$ cat src/hw/pciTarget_config.svh
// fixed type-0 header values, register reset values, SRAM wait counts and bus widths
// include wherever one of these macros is needed
`ifndef PCITARGET_CONFIG_SVH
`define PCITARGET_CONFIG_SVH

`define CFG_VENDOR_ID	16'h6809	// vendor id, also subsystem vendor
`define CFG_DEVICE_ID	16'h8000	// device id, also subsystem id
`define CFG_CLASS		8'h05		// memory controller
`define CFG_REVISION	8'h01
`define CFG_HEADER_TYPE	8'h00		// single function, type 0
`define CFG_INT_PIN		8'h01		// INTA#
`define CFG_STATUS		16'h0200	// medium devsel timing

`define BAR0_RESET		8'hF0		// window at F000_0000h after reset
`define MEM_EN_RESET	1'b1		// memory space on after reset

`define MEM_WAIT_LAST	4			// SRAM access done in this count
`define MEM_OE_COUNT	1			// strobes start here
`define MEM_CNT_W		3			// wait counter width, all ones is idle

`define AD_W			32
`define MEM_ADRS_W		24

`endif
$ cat src/hw/pciTargetPkg.sv
// shared types of the PCI target: bus commands, FSM states and the bundled bus signals
// modules pull these in with a wildcard import in their header
`default_nettype none
`include "pciTarget_config.svh"

package pciTargetPkg;

	typedef enum logic [3:0] {
		CMD_INT_ACK   = 4'b0000,
		CMD_IO_READ   = 4'b0010,	// no I/O space here, never claimed
		CMD_IO_WRITE  = 4'b0011,
		CMD_MEM_READ  = 4'b0110,
		CMD_MEM_WRITE = 4'b0111,
		CMD_CFG_READ  = 4'b1010,
		CMD_CFG_WRITE = 4'b1011
	} pciCmdE;

	typedef enum logic [2:0] {
		IDLE         = 3'd0,
		ADRS_COMPARE = 3'd1,
		BUS_BUSY     = 3'd2,	// someone else's transaction
		WAIT_IRDY    = 3'd3,
		ACCESS       = 3'd4,
		ACC_COMPLETE = 3'd5,
		DISCONNECT   = 3'd6,
		TURN_AROUND  = 3'd7
	} tgtStateE;

	typedef struct packed {
		logic             frameN;
		logic             irdyN;
		logic [3:0]       cBeN;		// command in address phase, byte enables after
		logic [`AD_W-1:0] ad;
		logic             idsel;
	} pciInS;

	typedef struct packed {
		logic [`AD_W-1:0] ad;
		logic             adOe;
		logic             par;
		logic             parOe;
		logic             devselN;
		logic             devselOe;
		logic             trdyN;
		logic             trdyOe;
		logic             stopN;
		logic             stopOe;
	} pciTgtOutS;

	typedef struct packed {
		logic [`MEM_ADRS_W-1:0] adrs;	// word address
		logic [`AD_W-1:0]       dataOut;
		logic                   dataOe;
		logic                   ceN;
		logic                   oeN;
		logic [3:0]             weN;	// one per byte lane
	} sramOutS;

	typedef struct packed {
		pciCmdE           cmd;
		logic [`AD_W-1:0] adrs;
		logic             idsel;
	} addrPhaseS;

endpackage

`default_nettype wire

$ cat src/hw/pciTarget.sv
// PCI target top: config space plus an SRAM window behind BAR0, one data phase per access
// pads live on the board level, every output comes as value plus enable
`timescale 1ns/100ps
`default_nettype none
`include "pciTarget_config.svh"

module pciTarget import pciTargetPkg::*; (
	input  wire                    PCICLK,
	input  wire                    RST_n,
	input  wire pciInS             pciIn,
	input  wire [`AD_W-1:0]        memDataIn,
	output pciTgtOutS              pciOut,
	output sramOutS                sramOut
);

	addrPhaseS             addrPhase;	// latched command, address, idsel
	logic                  hitCfg;
	logic                  hitMem;
	logic                  accessStart;	// one-cycle start strobe
	logic                  memLast;
	logic [`MEM_CNT_W-1:0] count;
	logic [`AD_W-1:0]      cfgRdData;
	logic [`AD_W-1:0]      sramRdData;
	logic [`AD_W-1:0]      ad;
	logic                  adOe;
	logic                  par;
	logic                  parOe;
	logic                  devselN;
	logic                  devselOe;
	logic                  trdyN;
	logic                  trdyOe;
	logic                  stopN;
	logic                  stopOe;

	assign pciOut = '{ad: ad, adOe: adOe, par: par, parOe: parOe,
		devselN: devselN, devselOe: devselOe, trdyN: trdyN, trdyOe: trdyOe,
		stopN: stopN, stopOe: stopOe};

	pciTargetFsm i_pciTargetFsm (
		.PCICLK(PCICLK), .RST_n(RST_n), .pciIn(pciIn),
		.hitCfg(hitCfg), .hitMem(hitMem), .memLast(memLast),
		.addrPhase(addrPhase), .accessStart(accessStart), .isRead(),
		.devselN(devselN), .devselOe(devselOe), .trdyN(trdyN), .trdyOe(trdyOe),
		.stopN(stopN), .stopOe(stopOe), .adOe(adOe)
	);

	cfgSpace i_cfgSpace (
		.PCICLK(PCICLK), .RST_n(RST_n), .pciIn(pciIn), .addrPhase(addrPhase),
		.accessStart(accessStart), .hitCfg(hitCfg), .hitMem(hitMem), .cfgRdData(cfgRdData)
	);

	memWaitTimer i_memWaitTimer (
		.PCICLK(PCICLK), .RST_n(RST_n), .accessStart(accessStart), .hitMem(hitMem),
		.count(count), .memLast(memLast)
	);

	sramPort i_sramPort (
		.PCICLK(PCICLK), .RST_n(RST_n), .pciIn(pciIn), .addrPhase(addrPhase),
		.count(count), .memLast(memLast), .memDataIn(memDataIn),
		.sramOut(sramOut), .sramRdData(sramRdData)
	);

	adOutput i_adOutput (
		.PCICLK(PCICLK), .RST_n(RST_n), .pciIn(pciIn), .hitCfg(hitCfg),
		.accessStart(accessStart), .memLast(memLast), .cfgRdData(cfgRdData),
		.sramRdData(sramRdData), .adOe(adOe), .ad(ad), .par(par), .parOe(parOe)
	);

endmodule

`default_nettype wire

$ cat src/hw/pciTargetFsm.sv
// target FSM: address phase latch, hit/miss, IRDY# wait, access, TRDY# and disconnect
// also tracks other targets' transactions until the bus goes idle
`timescale 1ns/100ps
`default_nettype none

module pciTargetFsm import pciTargetPkg::*; (
	input  wire        PCICLK,
	input  wire        RST_n,
	input  wire pciInS pciIn,
	input  wire        hitCfg,
	input  wire        hitMem,
	input  wire        memLast,
	output addrPhaseS  addrPhase,
	output logic       accessStart,
	output logic       isRead,
	output logic       devselN,
	output logic       devselOe,
	output logic       trdyN,
	output logic       trdyOe,
	output logic       stopN,
	output logic       stopOe,
	output logic       adOe
);

	tgtStateE state;
	logic     addrValid;	// FRAME# just fell, IRDY# still high
	logic     ack;			// local side has the data

	assign addrValid = !pciIn.frameN && pciIn.irdyN;
	assign isRead = (addrPhase.cmd == CMD_CFG_READ) || (addrPhase.cmd == CMD_MEM_READ);
	assign ack = (accessStart && hitCfg) || memLast;	// config answers in the strobe cycle

	always_ff @(posedge PCICLK) begin
		if (state == IDLE && addrValid) begin
			addrPhase <= '{cmd: pciCmdE'(pciIn.cBeN), adrs: pciIn.ad, idsel: pciIn.idsel};
		end
	end

	always_ff @(posedge PCICLK or negedge RST_n) begin
		if (!RST_n) begin
			state       <= IDLE;
			accessStart <= 1'b0;
			adOe        <= 1'b0;
			devselN     <= 1'b1;
			devselOe    <= 1'b0;
			trdyN       <= 1'b1;
			trdyOe      <= 1'b0;
			stopN       <= 1'b1;
			stopOe      <= 1'b0;
		end else begin
			case (state)
				IDLE: begin
					if (addrValid) state <= ADRS_COMPARE;
				end
				ADRS_COMPARE: begin
					if (hitCfg || hitMem) begin
						devselN  <= 1'b0;	// claim it
						devselOe <= 1'b1;
						trdyOe   <= 1'b1;	// TRDY#, STOP# driven high
						stopOe   <= 1'b1;
						state    <= WAIT_IRDY;
					end else begin
						state <= BUS_BUSY;
					end
				end
				BUS_BUSY: begin
					if (pciIn.frameN && pciIn.irdyN) state <= IDLE;	// bus idle again
				end
				WAIT_IRDY: begin
					if (!pciIn.irdyN) begin
						accessStart <= 1'b1;
						adOe        <= isRead;	// turn AD around on reads
						state       <= ACCESS;
					end
				end
				ACCESS: begin
					accessStart <= 1'b0;
					if (ack) begin
						trdyN <= 1'b0;
						stopN <= 1'b0;	// cut any burst after this phase
						state <= ACC_COMPLETE;
					end
				end
				ACC_COMPLETE: begin
					trdyN <= 1'b1;
					adOe  <= 1'b0;
					if (!pciIn.frameN) begin
						state <= DISCONNECT;	// burst, hold STOP#
					end else begin
						devselN <= 1'b1;
						stopN   <= 1'b1;
						state   <= TURN_AROUND;
					end
				end
				DISCONNECT: begin
					if (pciIn.frameN) begin	// initiator saw STOP#
						devselN <= 1'b1;
						stopN   <= 1'b1;
						state   <= TURN_AROUND;
					end
				end
				TURN_AROUND: begin
					devselOe <= 1'b0;
					trdyOe   <= 1'b0;
					stopOe   <= 1'b0;
					state    <= IDLE;
				end
				default: state <= TURN_AROUND;
			endcase
		end
	end

	// data phase only inside a claimed transaction
	assert property (@(posedge PCICLK) disable iff (!RST_n)
		(trdyOe && !trdyN) |-> (devselOe && !devselN))
		else $error("TRDY# low without DEVSEL#");

endmodule

`default_nettype wire

$ cat src/hw/adOutput.sv
// AD read-data register and target parity
// PAR covers the driven AD and C/BE# and trails them by one clock
`timescale 1ns/100ps
`default_nettype none
`include "pciTarget_config.svh"

module adOutput import pciTargetPkg::*; (
	input  wire                PCICLK,
	input  wire                RST_n,
	input  wire pciInS         pciIn,
	input  wire                hitCfg,
	input  wire                accessStart,
	input  wire                memLast,
	input  wire [`AD_W-1:0]    cfgRdData,
	input  wire [`AD_W-1:0]    sramRdData,
	input  wire                adOe,
	output logic [`AD_W-1:0]   ad,
	output logic               par,
	output logic               parOe
);

	always_ff @(posedge PCICLK) begin
		if (accessStart && hitCfg) ad <= cfgRdData;	// config word ready at once
		else if (memLast) ad <= sramRdData;			// SRAM word at end of wait
	end

	always_ff @(posedge PCICLK or negedge RST_n) begin
		if (!RST_n) begin
			par   <= 1'b0;
			parOe <= 1'b0;
		end else begin
			parOe <= adOe;
			par   <= ^{ad, pciIn.cBeN};	// even parity, one clock late
		end
	end

endmodule

`default_nettype wire

$ cat src/hw/sramPort.sv
// SRAM side of a memory access, strobes sequenced by the wait count
// word address from AD[23:2], byte lanes written from C/BE#
`timescale 1ns/100ps
`default_nettype none
`include "pciTarget_config.svh"

module sramPort import pciTargetPkg::*; (
	input  wire                    PCICLK,
	input  wire                    RST_n,
	input  wire pciInS             pciIn,
	input  wire addrPhaseS         addrPhase,
	input  wire [`MEM_CNT_W-1:0]   count,
	input  wire                    memLast,
	input  wire [`AD_W-1:0]        memDataIn,
	output sramOutS                sramOut,
	output logic [`AD_W-1:0]       sramRdData
);

	localparam logic [`MEM_CNT_W-1:0] CNT_FIRST  = '0;
	localparam logic [`MEM_CNT_W-1:0] CNT_OE     = `MEM_OE_COUNT;
	localparam logic [`MEM_CNT_W-1:0] CNT_SAMPLE = `MEM_WAIT_LAST - 1;

	logic             memWrite;
	logic             ceN;
	logic             oeN;
	logic [3:0]       weN;
	logic             dataOe;
	logic [`AD_W-1:0] dataOut;

	assign memWrite = (addrPhase.cmd == CMD_MEM_WRITE);

	always_comb begin
		sramOut.adrs    = {2'b00, addrPhase.adrs[23:2]};
		sramOut.dataOut = dataOut;
		sramOut.dataOe  = dataOe;
		sramOut.ceN     = ceN;
		sramOut.oeN     = oeN;
		sramOut.weN     = weN;
	end

	always_ff @(posedge PCICLK or negedge RST_n) begin
		if (!RST_n) begin
			ceN    <= 1'b1;
			oeN    <= 1'b1;
			weN    <= 4'hF;
			dataOe <= 1'b0;
		end else if (memLast) begin
			ceN    <= 1'b1;	// release everything
			oeN    <= 1'b1;
			weN    <= 4'hF;
			dataOe <= 1'b0;
		end else if (count == CNT_FIRST) begin
			ceN    <= 1'b0;
			dataOe <= memWrite;	// drive data bus on writes only
		end else if (count == CNT_OE) begin
			if (memWrite) weN <= pciIn.cBeN;	// held by initiator until TRDY#
			else oeN <= 1'b0;
		end
	end

	always_ff @(posedge PCICLK) begin
		if (count == CNT_FIRST) dataOut <= pciIn.ad;
		// sampled on the edge into the last count, steady while memLast is high
		if (count == CNT_SAMPLE && !memWrite) sramRdData <= memDataIn;
	end

	assert property (@(posedge PCICLK) disable iff (!RST_n)
		!(!sramOut.oeN && sramOut.weN != 4'hF))
		else $error("SRAM OE# and WE# low together");

endmodule

`default_nettype wire

$ cat src/hw/memWaitTimer.sv
// wait counter for one SRAM access, count 0 is the start-strobe cycle
// memLast marks the final count, after which the counter parks at idle
`timescale 1ns/100ps
`default_nettype none
`include "pciTarget_config.svh"

module memWaitTimer (
	input  wire                    PCICLK,
	input  wire                    RST_n,
	input  wire                    accessStart,
	input  wire                    hitMem,
	output logic [`MEM_CNT_W-1:0]  count,
	output logic                   memLast
);

	localparam logic [`MEM_CNT_W-1:0] CNT_IDLE = '1;	// outside 0..last
	localparam logic [`MEM_CNT_W-1:0] CNT_LAST = `MEM_WAIT_LAST;

	logic [`MEM_CNT_W-1:0] cntReg;	// count for the next cycle

	assign count = (accessStart && hitMem) ? '0 : cntReg;
	assign memLast = (count == CNT_LAST);

	always_ff @(posedge PCICLK or negedge RST_n) begin
		if (!RST_n) begin
			cntReg <= CNT_IDLE;
		end else if (count == CNT_IDLE || memLast) begin
			cntReg <= CNT_IDLE;
		end else begin
			cntReg <= count + 1'b1;
		end
	end

	assert property (@(posedge PCICLK) disable iff (!RST_n)
		(cntReg != CNT_IDLE) |-> !accessStart)
		else $error("SRAM access restarted while counting");

endmodule

`default_nettype wire

$ cat src/hw/cfgSpace.sv
// type-0 configuration header and address decode for config and BAR0 memory hits
// writes land on the start strobe, read word is formed from the latched offset
`timescale 1ns/100ps
`default_nettype none
`include "pciTarget_config.svh"

module cfgSpace import pciTargetPkg::*; (
	input  wire                   PCICLK,
	input  wire                   RST_n,
	input  wire pciInS            pciIn,
	input  wire addrPhaseS        addrPhase,
	input  wire                   accessStart,
	output logic                  hitCfg,
	output logic                  hitMem,
	output logic [`AD_W-1:0]      cfgRdData
);

	localparam logic [5:0] OFS_ID     = 6'h00;
	localparam logic [5:0] OFS_CMD    = 6'h01;	// command/status
	localparam logic [5:0] OFS_CLASS  = 6'h02;
	localparam logic [5:0] OFS_HDR    = 6'h03;
	localparam logic [5:0] OFS_BAR0   = 6'h04;
	localparam logic [5:0] OFS_SUBSYS = 6'h0B;
	localparam logic [5:0] OFS_INT    = 6'h0F;

	logic       memEn;		// command bit 1
	logic [7:0] bar0;		// BAR0[31:24], 16 MB window
	logic [7:0] intLine;
	logic [5:0] regIdx;		// dword offset
	logic       cfgWrite;

	assign regIdx = addrPhase.adrs[7:2];

	// IDSEL, function 0, type 0
	assign hitCfg = (addrPhase.cmd inside {CMD_CFG_READ, CMD_CFG_WRITE}) && addrPhase.idsel
		&& (addrPhase.adrs[10:8] == 3'b000) && (addrPhase.adrs[1:0] == 2'b00);
	assign hitMem = (addrPhase.cmd inside {CMD_MEM_READ, CMD_MEM_WRITE})
		&& (addrPhase.adrs[31:24] == bar0) && memEn;

	assign cfgWrite = accessStart && hitCfg && (addrPhase.cmd == CMD_CFG_WRITE);

	always_ff @(posedge PCICLK or negedge RST_n) begin
		if (!RST_n) begin
			memEn   <= `MEM_EN_RESET;
			bar0    <= `BAR0_RESET;
			intLine <= 8'h00;
		end else if (cfgWrite) begin
			case (regIdx)
				OFS_CMD:  if (!pciIn.cBeN[0]) memEn <= pciIn.ad[1];
				OFS_BAR0: if (!pciIn.cBeN[3]) bar0 <= pciIn.ad[31:24];
				OFS_INT:  if (!pciIn.cBeN[0]) intLine <= pciIn.ad[7:0];
				default: ;	// read-only or unimplemented
			endcase
		end
	end

	always_comb begin
		case (regIdx)
			OFS_ID:     cfgRdData = {`CFG_DEVICE_ID, `CFG_VENDOR_ID};
			OFS_CMD:    cfgRdData = {`CFG_STATUS, 14'h0000, memEn, 1'b0};
			OFS_CLASS:  cfgRdData = {`CFG_CLASS, 16'h0000, `CFG_REVISION};
			OFS_HDR:    cfgRdData = {8'h00, `CFG_HEADER_TYPE, 16'h0000};
			OFS_BAR0:   cfgRdData = {bar0, 24'h000000};	// 32-bit memory BAR
			OFS_SUBSYS: cfgRdData = {`CFG_DEVICE_ID, `CFG_VENDOR_ID};
			OFS_INT:    cfgRdData = {16'h0000, `CFG_INT_PIN, intLine};
			default:    cfgRdData = '0;
		endcase
	end

endmodule

`default_nettype wire

$ cat config.mk
export PLATFORM = sky130hd
export DESIGN_NAME = pciTarget
export DESIGN_NICKNAME = d
export VERILOG_FILES = /design/src/hw/pciTargetPkg.sv /design/src/hw/pciTarget.sv /design/src/hw/pciTargetFsm.sv /design/src/hw/adOutput.sv /design/src/hw/sramPort.sv /design/src/hw/memWaitTimer.sv /design/src/hw/cfgSpace.sv
export VERILOG_INCLUDE_DIRS = /design/src /design/src/hw
export SDC_FILE = /design/constraint.sdc
export NUM_CORES = 1
export LEC_CHECK = 0
export BUFFER_PORTS_ARGS = -buffer_cell sky130_fd_sc_hd__buf_2
export CAP_MARGIN = 20
export CORE_UTILIZATION = 35
export CTS_CLUSTER_DIAMETER = 50
export DETAILED_ROUTE_END_ITERATION = 6
export GPL_TIMING_DRIVEN = 0
export SYNTH_ARGS = -nofsm -noshare
export SYNTH_HDL_FRONTEND = slang
export SYNTH_SLANG_ARGS = --single-unit
$ cat constraint.sdc
create_clock -name PCICLK -period 3.6 [get_ports PCICLK]
set_clock_uncertainty 0.1 [all_clocks]
set_input_delay 0.54 -clock PCICLK [delete_from_list [all_inputs] [get_ports PCICLK]]
set_output_delay 0.54 -clock PCICLK [all_outputs]
set_load 0.02 [all_outputs]
Word-level counts from Yosys, hierarchy flattened. Index checks and enable logic that the tools add are counted.

Bitwise gates (word level): 2. Multiplexer cells: 37. Equality and inequality tests: 30. $add $sub $neg: 1. Reductions and logical operators: 50.

Operators by type and width (count): one-hot mux 32 bit (5 select lines) (1); 2-to-1 mux 32 bit (2); XOR reduction 36 bit (1); one-hot mux 3 bit (8 select lines) (1); nonzero test 2 bit (12); 2-to-1 mux 3 bit (7); AND reduction 3 bit (7); equality test 3 bit (second input constant) (6); 2-to-1 mux 1 bit (16); 2-to-1 mux 4 bit (4); equality test 6 x 4 -> 1 bit (second input constant) (2); logical AND 1 bit (12); one-hot mux 1 bit (2 select lines) (6); inequality test 2 x 1 -> 1 bit (second input constant) (5); equality test 3 x 2 -> 1 bit (second input constant) (3); zero test 3 bit (3); equality test 4 x 3 -> 1 bit (second input constant) (2); equality test 4 bit (second input constant) (2); equality test 8 bit (1); inequality test 2 bit (second input constant) (4); AND reduction 2 bit (4); equality test 3 x 1 -> 1 bit (second input constant) (2); equality test 6 x 1 -> 1 bit (second input constant) (1); equality test 6 x 2 -> 1 bit (second input constant) (1); 9 further kinds (15).

Register bits after elaboration: 171. Output and inout port bits: 104. Logic and storage cells: 143.

Logic depth before layout (Yosys ltp). Gate-level depths: netlist (run 1).

Depth after elaboration: 10. Mapped depth: 10.

By module. From an unflattened synthesis (run 1), not the netlist that was laid out.

Cells, all modules: 452. Area, all modules: 7211.9 um^2.

Modules (own cells, without submodules): sramPort (sequential area each 2104.5 um^2, times used 1, cells an instance 119, area each 2487.4 um^2); adOutput (sequential area each 1011.0 um^2, times used 1, cells an instance 105, area each 1704.1 um^2); pciTargetFsm (sequential area each 1340.0 um^2, times used 1, cells an instance 103, area each 1664.1 um^2); cfgSpace (sequential area each 431.7 um^2, times used 1, cells an instance 99, area each 1114.8 um^2); memWaitTimer (sequential area each 78.8 um^2, times used 1, cells an instance 17, area each 173.9 um^2); pciTarget (sequential area each 0.0 um^2, times used 1, cells an instance 9, area each 67.6 um^2).

Least setup slack after synthesis (run 1). Ideal clock, no wire load.

Kind: flip-flop to flip-flop. Start: reg i_pciTargetFsm.state[1]. End: reg i_pciTargetFsm.addrPhase[0] (netlist name). Clock period less this slack: 3897 ps. Path buffers: 0. Arrival time: 3319 ps. Slack: -297 ps. Setup time: 478 ps. Stages on the path, launching flop included: 3. Cells stage by stage: dfrtp_1 or2_2 nor3_1.

Cells in the longest elaborated chain, start to end: 2.

Ends and longest elaborated chain: from (decl) (line pciTargetFsm.sv:25) `tgtStateE state;`; from (signal assigned) (line pciTargetFsm.sv:41) `state <= IDLE;`; from (signal assigned) (line pciTargetFsm.sv:53) `if (addrValid) state <= ADRS_COMPARE;`; from (signal assigned) (line pciTargetFsm.sv:61) `state <= WAIT_IRDY;`; zero test 3 bit (line pciTargetFsm.sv:34) `if (state == IDLE && addrValid) begin`; logical AND 1 bit (line pciTargetFsm.sv:34).

No other way between the ends. A chain may end at the register's enable or synchronous reset.

Final worst setup path (run 1).
Start: reg i_cfgSpace.bar0[6]. End: reg i_sramPort.dataOut[5] (enable).

Cells in the longest elaborated chain, start to end: 6.

Ends and longest elaborated chain: from (decl) (line cfgSpace.sv:27) `logic [7:0] bar0;`; from (signal assigned) (line cfgSpace.sv:45) `` bar0 <= `BAR0_RESET; ``; from (signal assigned) (line cfgSpace.sv:50) `OFS_BAR0: if (!pciIn.cBeN[3]) bar0 <= pciIn.ad[31:24];`; equality test 8 bit (line cfgSpace.sv:38) `&& (addrPhase.adrs[31:24] == bar0) && memEn;`; logical AND 1 bit (2 in a row) (line cfgSpace.sv:38); logical AND 1 bit (line memWaitTimer.sv:21) `assign count = (accessStart && hitMem) ? '0 : cntReg;`; 2-to-1 mux 3 bit (line memWaitTimer.sv:21); zero test 3 bit (line sramPort.sv:62) `if (count == CNT_FIRST) dataOut <= pciIn.ad;`; to (signal assigned) (line sramPort.sv:62); to (decl) (line sramPort.sv:28) `` logic [`AD_W-1:0] dataOut; ``.

No other way between the ends.

==> results.json, run 1 <==
{
  "status": "finished clean",
  "final_cell_mix": "buf_2 (174), edfxtp_1 (133), buf_4 (36)",
  "first_iter_violations": 245,
  "vdd_drop_max_mv": 0.335,
  "fin_crit_sh_pct": 80.9,
  "crit_path_max_fanout": 29,
  "p_clk_share_pct": 40.8,
  "layout_setup_ws_ps": 687,
  "postCtsSetupRepairBufs": 0,
  "synth_edf_count": 133,
  "power_density_mw_per_mm2": 521,
  "startpoint_type": "flop",
  "htree_levels": 4,
  "crit_path_max_incr_delay_ps": 580,
  "ys_seq_area_share_pct": 71.3,
  "worstPathRequired_ps": 3610,
  "synth_top_family_by_area": "simple AND/OR/NAND/NOR gates",
  "finalNonFillerCells": 906,
  "cts_hold_buf": 0,
  "hold_class": "input pin to asynchronous set/reset pin",
  "layout_commonest_cell": "buf_2",
  "path_common_cell": "inv_1",
  "cts_tree": "done",
  "path_cells": "xor2_1, nor4_4, nand3_2, and2_1, inv_1, ha_1, inv_1, nor2_4, buf_12",
  "clock_latency_ps": 420,
  "clk_pin_slew_worst_paths_ps": 70,
  "finalSetupViolCount": 0,
  "cts-root-buf": "clkbuf_16",
  "rsz0062_at_grt": "false",
  "die_w_um": 143,
  "routed_via_density": 4.57,
  "final_max_slew_viol_count": 0,
  "routed_wl_um": 15300,
  "critPathKind": "flop to flop",
  "antenna_found_initial": 2,
  "yosys.area_share.adder_pct": 1.08,
  "finish.utilization_pct": 45.6,
  "synth-main-ff-cell": "edfxtp_1",
  "cts-resized-gates": 0,
  "ys_ff_latch": 171,
  "relSlewSlack_pct": 35.5,
  "cts.sinks": 171,
  "design_area_mm2": 0.00887,
  "grt_max_degree": 39,
  "grt_pass1_wl_um": 23100,
  "dieArea_mm2": 0.0205,
  "overflow": 0,
  "cp_slowest_cell": "dfstp_2",
  "synth_area_mm2": 0.00696,
  "netlist_instances": 428,
  "finalPower_w": 0.00462,
  "synthSimpleGateAreaFrac_pct": 7.59,
  "worstPathArrival_ps": 2930,
  "pwr-share-seq_pct": 49.3,
  "gp_congestion": 0.746,
  "post-route-min-period_ps": 2910,
  "ios": 177,
  "cts_made_buffers": 17,
  "die_y_um": 143,
  "synth_mux_area_share_pct": 3.34,
  "num_rows": 51,
  "p_sw_share_pct": 23.8,
  "area_growth_pct": 27.4,
  "internal-power_w": 0.00352,
  "wl_per_cell_um": 16.9,
  "coreArea_mm2": 0.0195,
  "start_util_pct": 35.8,
  "dpl-instance-area_mm2": 0.00825,
  "ctsLongestPathBuffers": 2,
  "syn_avg_cell_area_um2": 16.3,
  "p_comb_share_pct": 9.8,
  "track_usage_pct": 15.7,
  "synth_compound_area_share_pct": 6.31,
  "dr_total_vias": 4136,
  "synthDistinctLibCells": 54,
  "ys.warnings.count": 0,
  "ant_nets": 0,
  "tightest_slew_ps": 968,
  "drive_gt1_share_pct": 45.6,
  "synth_xor_area_share_pct": 5.61,
  "io_buffers": 174,
  "switchingPower_w": 0.00110,
  "leakage_nw": 3.58,
  "grt_pass1_vias": 4203,
  "place_inst": 871,
  "cap_violations": 0,
  "endpoint_kind": "flop",
  "fmax_mhz": 343,
  "hold_violations": 0,
  "drc": 0,
  "ys_async_sr_fraction_pct": 22.2,
  "first_pass_iters": 4,
  "hpwl_um": 11300,
  "pre_cts_ws_ps": 653,
  "nets": 704
}
flip-flops by register name, summed over array words and instances, names as in the netlist, 3 cells and up:
signal and cells:
i_cfgSpace.bar0 8, i_pciTargetFsm.addrPhase 37, i_adOutput.ad 32, i_cfgSpace.intLine 8
i_pciTargetFsm.state 3, i_sramPort.weN 4, i_sramPort.sramRdData 32, i_sramPort.dataOut 32
i_memWaitTimer.cntReg 3
power groups by stage:
stage | combinational, W | sequential (W) | clock, W
2_1_floorplan | 0.000297 | 0.00230 | 0
3_3_place_gp | 0.000425 | 0.00232 | 0
3_5_place_dp | 0.000457 | 0.00232 | 0
4_1_cts | 0.000458 | 0.00228 | 0.00195
5_1_grt | 0.000493 | 0.00229 | 0.00203
6_report | 0.000455 | 0.00228 | 0.00189
kinds of logic after synthesis:
family | Yosys count
compound gates | 57
xor+xnor | 43
fa+ha+maj | 6
buf+inv | 50
flops | 171
mux | 18
other cells | 1
simple gates | 82
worst max-delay path: cells and delay by family (launching register included):
kind          cells  cell delay [ps]
simple gates      4              980
flops             1              580
buf+inv           3              540
fa+ha+maj         1              300
xor+xnor          1              100
area by class of cell:
type	count	area, um2
antenna	3	7.51
tap	265	332
sequential	171	4970
multi-input combinational	208	1690
inverter	7	28.8
clock inverter	15	188
fill	1751	10600
timing repair buffer	177	933
buffer	43	297
clock buffer	17	425
metal layers:
layer / GRT usage, % / vias up / share of wire (%)
li1: - / 1966 / -
met1: 19.3 / 1991 / 42
met2: 25.2 / 163 / 48
met3: 6.17 / 14 / 8.4
met4: 4.92 / 2 / 1.2
met5: 0 / - / 0.085
Yosys cell counts, drive strengths merged, types with 7 or more instances:
| cell | number | area share, % |
|---|---|---|
| nand2 | 19 | 1.3 |
| xnor2 | 34 | 4.3 |
| a22o | 12 | 1.6 |
| dfrtp | 21 | 7.5 |
| nor3 | 8 | 0.90 |
| nor2 | 12 | 0.65 |
| edfxtp | 133 | 57 |
| dfstp | 17 | 6.4 |
| a21oi | 7 | 0.50 |
| a221o | 7 | 1.0 |
| and2 | 15 | 1.3 |
| inv | 7 | 0.41 |
| mux2 | 18 | 3.3 |
| xor2 | 8 | 1.0 |
| buf | 37 | 3.9 |
final timing paths:
check	from	to	slack [ps]	cells past startpoint
max	i_cfgSpace.bar0[6]	i_sramPort.dataOut[5]	690	9
min	RST_n	i_adOutput.par	160	1
max reg2reg	i_cfgSpace.bar0[6]	i_sramPort.dataOut[5]	690	9
min reg2reg	i_pciTargetFsm.adOe	i_adOutput.parOe	360	0
max in group asynchronous	RST_n	i_cfgSpace.intLine[6]	2620	1
min in group PCICLK	memDataIn[13]	i_sramPort.sramRdData[13]	190	1
stage by stage:
step	setup TNS, ps	hold WS (ps)
5_1_grt	0	166
6_report	0	165
3_5_place_dp	0	337
4_1_cts	0	173
3_3_place_gp	-9520	339
2_1_floorplan	0	144
(Power assumes the default switching activity.)
==> run 2: changes to the inputs <==
- ABC_AREA: not set -> 1
- clock period: 3.6 -> 2.4 ns (I/O delays scaled with it)
==> run 2 against run 1 <==
Compared with the run above:
- the flow now finishes with violations (negative hold slack)
- hold slack worse by 170 ps
- core utilization is 2.4 points higher
- synthesized area increased by 5.9%
- setup slack worse by 640 ps
- sequential cell count did not move
- die area grew 5.8%
- cell area rose by 11%
- clock-buffer cell count rose by 1
- combinational power grew to 6.1 times the previous value
- non-clock buffer count up 40
- sequential share of layout area decreased by 5.3 points
- highest routed layer is now met4
==> results.json, run 2 <==
{
  "syn_avg_cell_area_um2": 11.2,
  "ys.warnings.count": 0,
  "ys_ff_latch": 171,
  "fin_crit_sh_pct": 98.1,
  "power_density_mw_per_mm2": 982,
  "pre_cts_ws_ps": -459,
  "ys_async_sr_fraction_pct": 22.2,
  "endpoint_kind": "flop",
  "crit_path_max_fanout": 8,
  "ctsLongestPathBuffers": 2,
  "startpoint_type": "flop",
  "grt_pass1_vias": 5089,
  "cts_tree": "done",
  "synth.most_common_cell": "nand2_1",
  "synth_area_mm2": 0.00737,
  "netlist_instances": 659,
  "vdd_drop_max_mv": 0.510,
  "multiInputGateArea_mm2": 0.00197,
  "setup_tns_ps": 0,
  "yosysTopAreaCell": "edfxtp_1",
  "pwr-share-seq_pct": 43.1,
  "finish.utilization_pct": 48.0,
  "tightest_slew_ps": 1010,
  "seqCellArea_mm2": 0.00497,
  "drive_gt1_share_pct": 34.5,
  "gp_congestion": 0.876,
  "synth_top_family_by_area": "simple AND/OR/NAND/NOR gates",
  "ys_seq_area_share_pct": 67.4,
  "synthDistinctLibCells": 35,
  "overflow": 0,
  "whs_ps": -6.24,
  "relSlewSlack_pct": 32.4,
  "reg2reg_to": "i_sramPort.sramRdData[13]",
  "num-fill-cells": 1948,
  "fmax_mhz": 425,
  "post-route-min-period_ps": 2350,
  "status": "finished, violations left",
  "synth_edf_count": 133,
  "dr_total_vias": 5187,
  "rsz0062_at_grt": "true",
  "leakage_nw": 4.44,
  "final_max_slew_viol_count": 0,
  "grt_max_degree": 39,
  "cap_violations": 0,
  "place_inst": 1106,
  "die_y_um": 147,
  "ant_nets": 0,
  "r2r_slack_ps": 50,
  "violations": "negative hold slack",
  "die_w_um": 147,
  "start_util_pct": 36.1,
  "synth_compound_area_share_pct": 2.77,
  "synth_mux_area_share_pct": 0,
  "num_rows": 52,
  "area_growth_pct": 33.0,
  "antenna_found_initial": 0,
  "hold_class": "input pin to asynchronous set/reset pin",
  "routed_wl_um": 17200,
  "finalNonFillerCells": 1183,
  "worstPathArrival_ps": 2390,
  "yosys-top-cells-area": "edfxtp_1 (54%), nand2_1 (11%), dfrtp_1 (7.1%)",
  "wl_per_cell_um": 14.5,
  "clk_pin_slew_worst_paths_ps": 60,
  "drc": 0,
  "layout_setup_ws_ps": 45.6,
  "crit_path_start": "i_cfgSpace.memEn",
  "yosys.area_share.adder_pct": 1.02,
  "nets": 979,
  "final_cell_mix": "nand2_1 (217), buf_2 (176), edfxtp_1 (133)",
  "cts_made_buffers": 17,
  "synth-main-ff-cell": "edfxtp_1",
  "critPathKind": "flop to flop",
  "hold_violations": 11,
  "synth_common_cells": "nand2_1 (223), edfxtp_1 (133), inv_1 (64)",
  "p_clk_share_pct": 28.0,
  "io_buffers": 174,
  "layout_commonest_cell": "nand2_1",
  "p_comb_share_pct": 28.9,
  "synth_top_area_share_pct": 54.2,
  "synthSimpleGateAreaFrac_pct": 17.4,
  "hpwl_um": 12000,
  "first_pass_iters": 5,
  "p_sw_share_pct": 32.3,
  "track_usage_pct": 16.2,
  "finalSetupViolCount": 0,
  "internal-power_w": 0.00651,
  "rr_startpoint": "i_cfgSpace.memEn",
  "clock_latency_ps": 430,
  "grt_pass1_wl_um": 26200,
  "routed_via_density": 4.38,
  "switchingPower_w": 0.00311,
  "insertedDiodeCount": 0,
  "first_iter_violations": 273,
  "cts.sinks": 171,
  "largest_register_ffs": 37,
  "cts-root-buf": "clkbuf_16",
  "dieArea_mm2": 0.0216,
  "htree_levels": 4,
  "synth_xor_area_share_pct": 3.68,
  "top_register": "i_pciTargetFsm.addrPhase",
  "worstPathRequired_ps": 2440,
  "r2r_cells": 11,
  "ios": 177,
  "coreArea_mm2": 0.0204
}
-- run 2: worst max path at each step --
stage	end	slack [ps]
final	i_sramPort.sramRdData[13]	50
after global routing	i_adOutput.ad[3]	-60
after CTS	i_sramPort.sramRdData[0]	4
after detailed placement	i_sramPort.sramRdData[8]	-460
after global placement	i_sramPort.sramRdData[8]	-430
after floorplan	i_sramPort.sramRdData[0]	4
-- run 2: per-layer routing --
metal	vias to the layer above	routed length [um]	GRT usage [%]
li1	2617	-	-
met1	2399	7560	20.0
met2	143	8420	27.2
met3	28	840	3.94
met4	0	375	6.75
met5	-	0	0
-- run 2: cell type report --
type,count,share of cell area [%]
inverter,72,2.83
sequential,171,50.7
tap,270,3.45
clock inverter,14,1.48
clock buffer,18,4.38
buffer,41,3.05
timing repair buffer,219,14.1
multi-input combinational,378,20.1
-- run 2: kinds of logic (layout without fill, tap and decap cells) --
logic type / after synthesis / after routing
other cells: 1 / 2
fa+ha+maj: 6 / 6
compound gates: 32 / 32
buf+inv: 113 / 364
xor+xnor: 31 / 31
simple gates: 305 / 307
flops: 171 / 171
-- run 2: stage by stage --
step | power, W | cell area (um2)
6_report | 0.00962 | 9800
5_1_grt | 0.0102 | 9800
4_1_cts | 0.00964 | 9680
3_5_place_dp | 0.00671 | 8690
3_3_place_gp | 0.00662 | 8630
2_1_floorplan | 0.00595 | 7420
-- run 2: critical path, cell delays in order, from the launching register on --
cell and delay [ps]:
dfstp_2 540, nand2_1 50, a21oi_1 110, nand2_1 70
nor2_2 150, nand4_4 150, buf_4 180, nand2_2 90
ha_4 160, inv_6 50, nor2_4 200, clkbuf_16 210
-- run 2: repair_timing --
| action | in CTS | in global routing |
|---|---|---|
| gates resized for setup | 10 | 13 |
| pin swaps | 5 | 5 |
| cloned | 2 | 1 |
| hold endpoints to repair | 30 | 9 |
| setup buffers | 12 | 0 |
| endpoints found under the setup margin | 97 | 83 |
| hold buffers | 25 | 5 |
-- run 2: power groups by stage --
| stage | clock, W | sequential, W | combinational (W) |
|---|---|---|---|
| after floorplan | 0 | 0.00440 | 0.00155 |
| after detailed placement | 0 | 0.00422 | 0.00250 |
| after global routing | 0.00288 | 0.00420 | 0.00310 |
| after CTS | 0.00277 | 0.00415 | 0.00272 |
| after global placement | 0 | 0.00421 | 0.00241 |
| final | 0.00269 | 0.00415 | 0.00279 |
